**src/include/apb_timer_settings.svh**
```systemverilog
/* Bus widths, register offsets and reset values of the APB timer
   Included by the packages and by any RTL file that needs a width or offset */

`ifndef APB_TIMER_SETTINGS_SVH
`define APB_TIMER_SETTINGS_SVH

// Bus geometry
`define APB_TIMER_ADDR_W 12
`define APB_TIMER_DATA_W 32
`define APB_TIMER_STRB_W (`APB_TIMER_DATA_W / 8)

// Register map, byte offsets
`define TIMER_CTRL_OFFS    12'h000
`define TIMER_LOAD_OFFS    12'h004
`define TIMER_COUNT_OFFS   12'h008
`define TIMER_STATUS_OFFS  12'h00C
`define TIMER_SCRATCH_OFFS 12'h010

// Reset values
`define TIMER_SCRATCH_RST 32'h0000_0000

`endif

```
**src/verilog/bus_pkg.sv**
```systemverilog
/* Bus payload types for the APB subordinate port and the internal IOb link
   Imported by the bridge, the register block and the top level */

`include "apb_timer_settings.svh"

package bus_pkg;

   typedef struct packed {
      logic                         sel;
      logic                         enable;
      logic                         write;
      logic [`APB_TIMER_ADDR_W-1:0] addr;
      logic [`APB_TIMER_DATA_W-1:0] wdata;
      logic [`APB_TIMER_STRB_W-1:0] wstrb;
   } apb_req_t;

   typedef struct packed {
      logic                         ready;
      logic [`APB_TIMER_DATA_W-1:0] rdata;
   } apb_resp_t;

   typedef struct packed {
      logic                         valid;
      logic [`APB_TIMER_ADDR_W-1:0] addr;
      logic [`APB_TIMER_DATA_W-1:0] wdata;
      logic [`APB_TIMER_STRB_W-1:0] wstrb;  // All zero marks a read
      logic                         rready;
   } iob_req_t;

   typedef struct packed {
      logic                         ready;
      logic                         rvalid;
      logic [`APB_TIMER_DATA_W-1:0] rdata;
   } iob_resp_t;

   typedef enum logic [1:0] {
      IDLE      = 2'd0,
      REQUEST   = 2'd1,
      READ_WAIT = 2'd2,
      DONE      = 2'd3
   } bridge_state_t;

endpackage

```
**src/verilog/timer_pkg.sv**
```systemverilog
/* Timer register map and the configuration and status bundles
   exchanged between the register block and the countdown core */

`include "apb_timer_settings.svh"

package timer_pkg;

   // Register offsets as seen on the IOb address
   typedef enum logic [`APB_TIMER_ADDR_W-1:0] {
      REG_CTRL    = `TIMER_CTRL_OFFS,
      REG_LOAD    = `TIMER_LOAD_OFFS,
      REG_COUNT   = `TIMER_COUNT_OFFS,
      REG_STATUS  = `TIMER_STATUS_OFFS,
      REG_SCRATCH = `TIMER_SCRATCH_OFFS
   } timer_reg_t;

   typedef struct packed {
      logic                         enable;
      logic                         auto_reload;
      logic                         load_strobe;  // One cycle per LOAD write
      logic [`APB_TIMER_DATA_W-1:0] load_value;
   } timer_cfg_t;

   typedef struct packed {
      logic [`APB_TIMER_DATA_W-1:0] count;
      logic                         expire;       // Single cycle pulse
   } timer_stat_t;

endpackage
```
**src/verilog/apb_timer_top.sv**
```systemverilog
/* APB countdown timer peripheral
   APB bridge, register block and countdown core, with one level interrupt out */

`timescale 1ns/1ps

module apb_timer_top
   import bus_pkg::*, timer_pkg::*;
(
   input  logic      clk_i,
   input  logic      rst_i,
   input  apb_req_t  apb_req_i,
   output apb_resp_t apb_resp_o,
   output logic      irq_o
);

   iob_req_t    iob_req;
   iob_resp_t   iob_resp;
   timer_cfg_t  timer_cfg;
   timer_stat_t timer_stat;

   // APB to IOb conversion
   iob_apb2iob iob_apb2iob_inst (
      .clk_i     (clk_i),
      .rst_i     (rst_i),
      .apb_req_i (apb_req_i),
      .apb_resp_o(apb_resp_o),
      .iob_req_o (iob_req),
      .iob_resp_i(iob_resp)
   );

   timer_csr timer_csr_inst (
      .clk_i     (clk_i),
      .rst_i     (rst_i),
      .iob_req_i (iob_req),
      .iob_resp_o(iob_resp),
      .cfg_o     (timer_cfg),
      .stat_i    (timer_stat),
      .irq_o     (irq_o)   // Registered in the CSR
   );

   timer_core timer_core_inst (
      .clk_i (clk_i),
      .rst_i (rst_i),
      .cfg_i (timer_cfg),
      .stat_o(timer_stat)
   );

endmodule

```
**src/verilog/iob_apb2iob.sv**
```systemverilog
/* APB subordinate to IOb manager bridge
   Each APB transfer becomes exactly one IOb access, with a registered APB ready */

`timescale 1ns/1ps

module iob_apb2iob
   import bus_pkg::*;
(
   input  logic      clk_i,
   input  logic      rst_i,
   input  apb_req_t  apb_req_i,
   output apb_resp_t apb_resp_o,
   output iob_req_t  iob_req_o,
   input  iob_resp_t iob_resp_i
);

   bridge_state_t                state_q;
   bridge_state_t                state_nxt;
   logic                         apb_ready_q;
   logic                         apb_ready_nxt;
   logic [$bits(apb_resp_o.rdata)-1:0] apb_rdata_q;
   logic                         iob_valid;
   logic                         iob_rready;
   logic                         rdata_en;

   assign iob_valid  = (state_q == REQUEST);  // Never in IDLE, see each access once
   assign iob_rready = (state_q == READ_WAIT);
   assign rdata_en   = iob_resp_i.rvalid & iob_rready;

   // Address and data pass straight through
   assign iob_req_o = '{
      valid:  iob_valid,
      addr:   apb_req_i.addr,
      wdata:  apb_req_i.wdata,
      wstrb:  apb_req_i.write ? apb_req_i.wstrb : '0,
      rready: iob_rready
   };

   assign apb_resp_o = '{ready: apb_ready_q, rdata: apb_rdata_q};

   always_comb begin
      state_nxt     = state_q;
      apb_ready_nxt = 1'b0;

      case (state_q)
         IDLE: begin
            if (apb_req_i.sel && apb_req_i.enable) begin
               state_nxt = REQUEST;
            end
         end
         REQUEST: begin
            // Hold valid until the subordinate takes it
            if (iob_resp_i.ready) begin
               if (apb_req_i.write) begin
                  state_nxt     = DONE;
                  apb_ready_nxt = 1'b1;
               end else begin
                  state_nxt = READ_WAIT;
               end
            end
         end
         READ_WAIT: begin
            if (iob_resp_i.rvalid) begin
               state_nxt     = DONE;
               apb_ready_nxt = 1'b1;
            end
         end
         default: begin  // DONE
            state_nxt = IDLE;  // One cycle gap so a lingering enable is ignored
         end
      endcase
   end

   always_ff @(posedge clk_i) begin
      if (rst_i) begin
         state_q     <= IDLE;
         apb_ready_q <= 1'b0;
      end else begin
         state_q     <= state_nxt;
         apb_ready_q <= apb_ready_nxt;
      end
   end

   // Read data held for the APB access phase
   always_ff @(posedge clk_i) begin
      if (rst_i) begin
         apb_rdata_q <= '0;
      end else if (rdata_en) begin
         apb_rdata_q <= iob_resp_i.rdata;
      end
   end

endmodule

```
**src/verilog/timer_core.sv**
```systemverilog
/* Countdown core of the timer
   Loads on strobe, counts down while enabled and pulses expire on the last tick */

`timescale 1ns/1ps
`include "apb_timer_settings.svh"

module timer_core
   import timer_pkg::*;
(
   input  logic        clk_i,
   input  logic        rst_i,
   input  timer_cfg_t  cfg_i,
   output timer_stat_t stat_o
);

   logic [`APB_TIMER_DATA_W-1:0] count_q;
   logic [`APB_TIMER_DATA_W-1:0] count_nxt;
   logic                         last_tick;
   logic                         expire;

   assign last_tick = (count_q == `APB_TIMER_DATA_W'(1));
   assign expire    = cfg_i.enable & last_tick & ~cfg_i.load_strobe;  // Load takes priority

   always_comb begin
      count_nxt = count_q;
      if (cfg_i.load_strobe) begin
         count_nxt = cfg_i.load_value;
      end else if (cfg_i.enable && (count_q != '0)) begin
         if (last_tick) begin
            // Reload or park at zero until the next load
            count_nxt = cfg_i.auto_reload ? cfg_i.load_value : '0;
         end else begin
            count_nxt = count_q - 1'b1;
         end
      end
   end

   always_ff @(posedge clk_i) begin
      if (rst_i) begin
         count_q <= '0;
      end else begin
         count_q <= count_nxt;
      end
   end

   assign stat_o = '{count: count_q, expire: expire};

endmodule

```
**src/verilog/timer_csr.sv**
```systemverilog
/* Timer register block on the IOb subordinate side
   Holds CTRL, LOAD, SCRATCH and the sticky expired flag, drives the core and the IRQ */

`timescale 1ns/1ps
`include "apb_timer_settings.svh"

module timer_csr
   import bus_pkg::*, timer_pkg::*;
(
   input  logic        clk_i,
   input  logic        rst_i,
   input  iob_req_t    iob_req_i,
   output iob_resp_t   iob_resp_o,
   output timer_cfg_t  cfg_o,
   input  timer_stat_t stat_i,
   output logic        irq_o
);

   // Byte lane merge of a write into an existing value
   function automatic logic [`APB_TIMER_DATA_W-1:0] apply_strb(
      input logic [`APB_TIMER_DATA_W-1:0] old_val,
      input logic [`APB_TIMER_DATA_W-1:0] new_val,
      input logic [`APB_TIMER_STRB_W-1:0] strb
   );
      logic [`APB_TIMER_DATA_W-1:0] res;
      res = old_val;
      for (int i = 0; i < `APB_TIMER_STRB_W; i++) begin
         if (strb[i]) begin
            res[8*i +: 8] = new_val[8*i +: 8];
         end
      end
      return res;
   endfunction

   timer_reg_t                   reg_sel;
   logic                         wr_en;
   logic                         rd_en;
   logic                         ctrl_wr;
   logic                         load_wr;
   logic                         status_clr;
   logic                         scratch_wr;
   logic [`APB_TIMER_DATA_W-1:0] load_nxt;
   logic [`APB_TIMER_DATA_W-1:0] rdata_nxt;

   logic                         enable_q;
   logic                         auto_reload_q;
   logic                         irq_en_q;
   logic [`APB_TIMER_DATA_W-1:0] load_q;
   logic [`APB_TIMER_DATA_W-1:0] scratch_q;
   logic                         expired_q;
   logic                         rvalid_q;
   logic                         irq_q;
   logic [`APB_TIMER_DATA_W-1:0] rdata_q;

   // Ready is tied high, so valid alone means accepted
   assign wr_en   = iob_req_i.valid & (|iob_req_i.wstrb);
   assign rd_en   = iob_req_i.valid & ~(|iob_req_i.wstrb);
   assign reg_sel = timer_reg_t'(iob_req_i.addr);

   assign ctrl_wr    = wr_en && (reg_sel == REG_CTRL) && iob_req_i.wstrb[0];
   assign load_wr    = wr_en && (reg_sel == REG_LOAD);
   assign scratch_wr = wr_en && (reg_sel == REG_SCRATCH);
   assign status_clr = wr_en && (reg_sel == REG_STATUS) && iob_req_i.wstrb[0]
                       && iob_req_i.wdata[0];  // Write 1 to clear

   assign load_nxt = apply_strb(load_q, iob_req_i.wdata, iob_req_i.wstrb);

   // New LOAD value goes to the core in the same cycle as the write
   assign cfg_o = '{
      enable:      enable_q,
      auto_reload: auto_reload_q,
      load_strobe: load_wr,
      load_value:  load_wr ? load_nxt : load_q
   };

   assign iob_resp_o = '{ready: 1'b1, rvalid: rvalid_q, rdata: rdata_q};
   assign irq_o      = irq_q;

   always_comb begin
      rdata_nxt = '0;  // Unmapped reads return zero
      case (reg_sel)
         REG_CTRL:    rdata_nxt[2:0] = {irq_en_q, auto_reload_q, enable_q};
         REG_LOAD:    rdata_nxt      = load_q;
         REG_COUNT:   rdata_nxt      = stat_i.count;
         REG_STATUS:  rdata_nxt[0]   = expired_q;
         REG_SCRATCH: rdata_nxt      = scratch_q;
         default:     rdata_nxt      = '0;
      endcase
   end

   always_ff @(posedge clk_i) begin
      if (rst_i) begin
         enable_q      <= 1'b0;
         auto_reload_q <= 1'b0;
         irq_en_q      <= 1'b0;
         load_q        <= '0;
         scratch_q     <= `TIMER_SCRATCH_RST;
         expired_q     <= 1'b0;
         rvalid_q      <= 1'b0;
         irq_q         <= 1'b0;
      end else begin
         if (ctrl_wr) begin
            {irq_en_q, auto_reload_q, enable_q} <= iob_req_i.wdata[2:0];
         end
         if (load_wr) begin
            load_q <= load_nxt;
         end
         if (scratch_wr) begin
            scratch_q <= apply_strb(scratch_q, iob_req_i.wdata, iob_req_i.wstrb);
         end
         if (stat_i.expire) begin
            expired_q <= 1'b1;  // Set beats clear
         end else if (status_clr) begin
            expired_q <= 1'b0;
         end
         rvalid_q <= rd_en | (rvalid_q & ~iob_req_i.rready);
         irq_q    <= expired_q & irq_en_q;
      end
   end

   always_ff @(posedge clk_i) begin
      if (rd_en) begin
         rdata_q <= rdata_nxt;
      end
   end

endmodule

```
**config.mk**
```make
export PLATFORM = sky130hd
export DESIGN_NAME = apb_timer_top
export DESIGN_NICKNAME = d
export VERILOG_FILES = /design/src/verilog/bus_pkg.sv /design/src/verilog/timer_pkg.sv /design/src/verilog/apb_timer_top.sv /design/src/verilog/iob_apb2iob.sv /design/src/verilog/timer_core.sv /design/src/verilog/timer_csr.sv
export VERILOG_INCLUDE_DIRS = /design/src /design/src/include
export SDC_FILE = /design/constraint.sdc
export NUM_CORES = 1
export LEC_CHECK = 0
export BUFFER_PORTS_ARGS = -buffer_cell sky130_fd_sc_hd__buf_2
export CAP_MARGIN = 20
export CORE_MARGIN = 2
export CORE_UTILIZATION = 58
export CTS_CLUSTER_DIAMETER = 50
export CTS_CLUSTER_SIZE = 24
export DETAILED_ROUTE_END_ITERATION = 12
export GPL_TIMING_DRIVEN = 0
export PLACE_DENSITY = 0.81
export SETUP_SLACK_MARGIN = 0.02
export SLEW_MARGIN = 40
export SYNTH_ARGS = -nofsm -noshare
export SYNTH_HDL_FRONTEND = slang
export SYNTH_SLANG_ARGS = --single-unit
```
**constraint.sdc**
```tcl
create_clock -name clk_i -period 5.3 [get_ports clk_i]
set_input_delay 1.06 -clock clk_i [delete_from_list [all_inputs] [get_ports clk_i]]
set_output_delay 1.06 -clock clk_i [all_outputs]
set_load 0.005 [all_outputs]
```
==> Yosys cells after proc, flatten, opt, wreduce, memory -nomap -nowiden <==
Cells that the tools add are included.
{ "word_totals": {"register_bits": 169, "latchBits": 0, "ram_bits": 0, "rom_bits": 0, "input_bits": 53, "output_inout_bits": 34, "elab_cells": 79, "n_memories": 0} }
{ "op_classes": {"add_sub_neg": 1, "mul": 0, "n_div": 0, "order_cmp": 0, "n_eq_ne": 9, "shifts": 0, "n_mux": 22, "n_bitwise": 11, "n_reduce_logical": 20} }
{ "op_table": {"columns": ["operator", "count"], "rows": [
  ["2-to-1 mux 32 bit", 5],
  ["one-hot mux 29 bit (3 select lines)", 1],
  ["equality test 32 x 1 -> 1 bit, second input constant", 1],
  ["2-to-1 mux 8 bit", 4],
  ["nonzero test 32 bit", 1],
  ["subtractor 32 x 1 -> 32 bit, second input constant", 1],
  ["equality test 12 x 4 -> 1 bit, second input constant", 2],
  ["equality test 12 x 3 -> 1 bit, second input constant", 1],
  ["equality test 12 x 5 -> 1 bit, second input constant", 1],
  ["logical NOT 12 bit", 1],
  ["AND reduction 2 bit", 5],
  ["logical AND 1 bit", 9],
  ["one-hot mux 2 bit (4 select lines)", 1],
  ["AND 1 bit", 7],
  ["one-hot mux 2 bit (3 select lines)", 1],
  ["2-to-1 mux 1 bit", 5],
  ["one-hot mux 1 bit (5 select lines)", 1],
  ["2-to-1 mux 2 bit", 2],
  ["2-to-1 mux 4 bit", 1],
  ["!= test 2 x 1 -> 1 bit, second input constant", 2],
  ["nonzero test 2 bit", 2],
  ["OR reduction 4 bit", 1],
  ["NOT 1 bit", 3],
  ["equality test 2 x 1 -> 1 bit, second input constant", 1],
  ["other kinds (4)", 4]
]} }

==> Depth between registers and ports, before layout <==
{ "logic_depth": {"word_depth": 9, "depth_mapped": 11, "ltp_nobuf": 8} }

==> Modules after synthesis <==
Synthesis repeated with hierarchy kept, for this count alone.
{ "unflattened": {"cells_unflattened": 950, "hier_area_um2": 8903.5} }
{ "modules_own_cells": {"columns": ["module", "n_inst", "cells_per_inst", "area_per_inst_um2", "seq_area_each_um2"], "rows": [
  ["timer_csr", 1, 454, 5097.4, 2362.3],
  ["timer_core", 1, 281, 2119.5, 640.6],
  ["iob_apb2iob", 1, 215, 1686.6, 700.7]
]} }

==> Worst setup path before layout <==
No wires, ideal clock.
{ "synth_path": {"path_type": "input to register", "from": "input port apb_req_i[0] in the netlist's numbering", "to": "register timer_csr_inst.rdata_q[0], enable pin", "setup_ns": 0.473, "t_arrival_ns": 4.082, "t_required_ns": 4.827, "path_slack_ns": 0.745, "path_stages": 2, "path_buffers": 0, "path_cell_list": "or4_1 -> a21boi_0"} }
{ "synth_via": {"elab_chain_cells": 4} }
{ "synth_rtl": {"columns": ["item", "line_no", "text"], "rows": [
  ["from (decl)", "apb_timer_top.sv:11", "input apb_req_t apb_req_i,"],
  ["2-to-1 mux 4 bit", "iob_apb2iob.sv:35", "wstrb: apb_req_i.write ? apb_req_i.wstrb : '0,"],
  ["OR reduction 4 bit", "timer_csr.sv:57", "assign rd_en = iob_req_i.valid & ~(|iob_req_i.wstrb);"],
  ["NOT 1 bit", "timer_csr.sv:57", null],
  ["AND 1 bit", "timer_csr.sv:57", null],
  ["net timer_csr_inst.rd_en", "timer_csr.sv:37", "logic rd_en;"],
  ["to (signal assigned)", "timer_csr.sv:123", "rdata_q <= rdata_nxt;"],
  ["to (decl)", "timer_csr.sv:53", "logic [`APB_TIMER_DATA_W-1:0] rdata_q;"]
]} }
The timed path passes the listed nets, and every way through them passes these cells.
A chain may end at the register's enable or synchronous reset.

==> Worst setup path in the final report <==
{ "layout_path": {"from": "input port apb_req_i[36] in the netlist's numbering", "to": "register timer_csr_inst.rdata_q[11] (data pin)"} }
{ "layout_via": {"elab_chain_cells": 2, "word_cells_on_any_way": 4, "classes_between": "eq/ne (3); mux (1)"} }
{ "layout_rtl": {"columns": ["item", "line_no", "text"], "rows": [
  ["equality test 12 x 5 -> 1 bit (tied with other cells)", "timer_csr.sv:81", "case (reg_sel)"],
  ["one-hot mux 29 bit (3 select lines) *", "timer_csr.sv:81", null],
  ["net timer_csr_inst.rdata_nxt[11]", "timer_csr.sv:43", "logic [`APB_TIMER_DATA_W-1:0] rdata_nxt;"]
]} }
Mark *: on every way through the listed nets, which the timed path passes. The rest lies on a longest branch.

==> insert_results.sql <==
INSERT INTO impl_metrics (metric_group, metric, value, unit) VALUES
('setup_path', 'critPathKind', 'in2reg', ''),
('global_route', 'grt_antenna_before_repair', '0', ''),
('global_route', 'grt_pass1_vias', '6804', ''),
('pwr', 'vdd_drop_max', '289', 'µV'),
('pwr', 'internal_power', '2.13', 'mW'),
('floorplanning', 'chip_width', '119', 'µm'),
('yosys', 'library_cells_used_by_synthesis', '61', ''),
('floorplanning', 'coreArea', '12700', 'µm²'),
('timing', 'finalSetupViolCount', '0', ''),
('floorplanning', 'floorplan.die_area', '14100', 'µm²'),
('yosys', 'syn_avg_cell_area', '9.02', 'µm²'),
('yosys', 'post_synth_instance_area', '7630', 'µm²'),
('yosys', 'yosys.cell_count.top_type', 'nand2_1', ''),
('yosys', 'post_synth_most_frequent_cells', 'nand2_1 (142), dfxtp_1 (137), a21oi_1 (76)', ''),
('yosys', 'netlist_top_cells_area', 'dfxtp_1 (36%), edfxtp_1 (13%), nand2_1 (7.0%)', ''),
('placed_design', 'placedCellCount', '1102', ''),
('routing', 'drc_violation_count_after_routing', '0', ''),
('yosys', 'number_of_instances_in_the_synthesized_netlist', '846', ''),
('placed_design', 'detailed_place_hpwl', '16400', 'µm'),
('placed_design', 'io_buffer_count', '83', ''),
('timing', 'post_route_worst_hold_slack', '0.452', 'ns'),
('floorplanning', 'rows', '41', ''),
('setup_path', 'timing.critical_path.fanout_max', '10', ''),
('clock_network', 'cts.clk_slew.worst_paths', '0.07', 'ns'),
('clock_network', 'post_cts.repair.setup_buffers', '0', ''),
('routing', 'initialDrtViolationCount', '1143', ''),
('routing', 'drt_pre_antenna_iters', '9', ''),
('timing', 'tightestPinTransition', '0.865', 'ns'),
('floorplanning', 'chipHeight', '119', 'µm'),
('pwr', 'clock_network_power_share', '0.439', ''),
('clock_network', 'cts-buffers-inserted', '17', ''),
('timing', 'period_share', '0.684', ''),
('finish', 'layout.core_utilization', '0.698', ''),
('setup_path', 'nature_of_the_critical_path_startpoint', 'input pin', ''),
('yosys', 'synth-main-ff-cell', 'dfxtp_1', ''),
('finish', 'layout-area-overhead-vs-synth', '16.4', '%'),
('floorplanning', 'top_level_ports', '87', ''),
('setup_path', 'timing.critical_path.arrival', '3.93', 'ns'),
('clock_network', 'max-clock-path-buffers', '2', ''),
('floorplanning', 'start_util', '0.600', ''),
('routing', 'vias_per_cell', '6.28', ''),
('setup_path', 'ff2ff_setup_slack', '2.13', 'ns'),
('pwr', 'switching_share', '0.250', ''),
('routing', 'antenna_left', '0', ''),
('finish', 'drive_gt1_frac', '0.157', ''),
('setup_path', 'cp-end-kind', 'flip-flop', ''),
('yosys', 'syn_nets', '905', ''),
('global_route', 'gr_usage_total', '0.346', ''),
('clock_network', 'postCtsHoldBufs', '0', ''),
('clock_network', 'worstSkewPairLatency', '0.45', 'ns'),
('global_route', 'grt_pass1_wl', '37000', 'µm'),
('global_route', 'grt-ovfl-total', '0', ''),
('timing', 'max_clock_freq', '276', 'MHz'),
('global_route', 'pin_count_of_the_biggest_net_entering_global_routing', '20', ''),
('finish', 'layoutNonFillerInstCount', '1134', ''),
('pwr', 'seq_power_share', '0.494', ''),
('timing', 'max_slew_headroom', '0.422', ''),
('routing', 'detail_route.wirelength', '24000', 'µm'),
('clock_network', 'count_of_h_tree_levels_built_during_cts', '4', ''),
('placed_design', 'gpl.final_weighted_congestion', '1.01', ''),
('timing', 'skew', '0.0120', 'ns'),
('pwr', 'power_per_cell_area', '319', 'nW/µm²'),
('pwr', 'power.switching', '708', 'µW'),
('finish', 'antennaDiodeCount', '0', ''),
('timing', 'final.setup.tns', '0', 'ns'),
('finish', 'fillCellCount', '1023', ''),
('routing', 'routedWlPerCell', '21.1', 'µm'),
('clock_network', 'post_cts.resized_instances', '0', ''),
('pwr', 'comb_power_share', '0.067', ''),
('timing', 'maxSlewViolCount', '0', ''),
('outcome', 'status', 'complete, no violations', '');
## worst max-delay path: stages
cell      delay [ns]
buf_2           0.10
nor4_1          0.38
nand3_1         0.18
or3_1           0.41
nor2_1          0.15
clkbuf_1        0.49
clkbuf_1        0.68
a222oi_1        0.37
inv_1           0.12
## path summary, 6_finish.rpt
path                                         from                         endpoint  cells past startpoint
hold reg to reg   iob_apb2iob_inst.apb_rdata_q[2]  iob_apb2iob_inst.apb_rdata_q[2]                      2
setup / recovery                    apb_req_i[36]       timer_csr_inst.rdata_q[11]                      9
hold / removal    iob_apb2iob_inst.apb_rdata_q[2]  iob_apb2iob_inst.apb_rdata_q[2]                      2
setup reg to reg       timer_core_inst.count_q[0]      timer_core_inst.count_q[19]                     10
## sequential cells by signal, indices dropped and copies added (netlist names)
| name | cells |
|---|---|
| timer_csr_inst.rdata_q | 32 |
| timer_csr_inst.load_q | 32 |
| iob_apb2iob_inst.state_q | 2 |
| timer_csr_inst.irq_o | 1 |
| iob_apb2iob_inst.apb_ready_q | 1 |
| timer_csr_inst.rvalid_q | 1 |
| timer_csr_inst.irq_en_q | 1 |
| iob_apb2iob_inst.apb_rdata_q | 32 |
| timer_csr_inst.expired_q | 1 |
| timer_csr_inst.enable_q | 1 |
| timer_csr_inst.scratch_q | 32 |
| timer_core_inst.count_q | 32 |
| timer_csr_inst.auto_reload_q | 1 |
## cell families (layout without fill, tap and decap cells)
kind of cell / after synthesis / after routing / synth area share
mux: 40 / 40 / 0.0526
compound gates: 209 / 209 / 0.191
buf+inv: 105 / 221 / 0.0606
fa+ha+maj: 6 / 6 / 0.00983
simple gates: 317 / 317 / 0.200
flops: 169 / 169 / 0.485
## metal layers
metal  routed length (µm)  share of wire  track usage
met1                 9300           0.39        0.436
met2                10700           0.45        0.531
met3                 2910           0.12        0.108
met4                 1010          0.042        0.185
met5                    0              0            0
## layout by cell type (no fill, tap or decap), types with 17 or more instances in the layout
master,synthesis,layout
o21ai_1,23,23
clkbuf_1,40,41
clkbuf_16,0,17
dfxtp_1,137,137
nand4_1,18,18
nand2_1,142,142
a32o_1,19,19
a21oi_1,76,76
edfxtp_1,32,32
buf_2,7,90
inv_1,45,45
a222oi_1,29,29
nor2_1,67,67
mux2i_1,39,39
## final cells by class
cell class | count | area [µm²] | area share
Sequential cell | 169 | 3700 | 0.417
Multi-Input combinational cell | 572 | 3490 | 0.392
Clock buffer | 19 | 443 | 0.0498
Timing Repair Buffer | 84 | 430 | 0.0484
Buffer | 59 | 290 | 0.0327
Tap cell | 172 | 215 | 0.0242
Inverter | 46 | 173 | 0.0194
Clock inverter | 13 | 144 | 0.0162
## power by group through the flow
stage	Clock [mW]	Sequential, mW	Combinational, mW
floorplan	0	1.43	0.108
global placement	0	1.43	0.170
detailed placement	0	1.43	0.185
CTS	1.25	1.40	0.188
global route	1.30	1.40	0.207
finish	1.25	1.40	0.190
## stage by stage
step / power [mW] / instance area (µm²)
6_report: 2.83 / 8890
5_1_grt: 2.91 / 8890
4_1_cts: 2.84 / 8890
3_5_place_dp: 1.61 / 8300
3_3_place_gp: 1.60 / 8260
2_1_floorplan: 1.53 / 7630
Power figures use the tool's default switching activity.
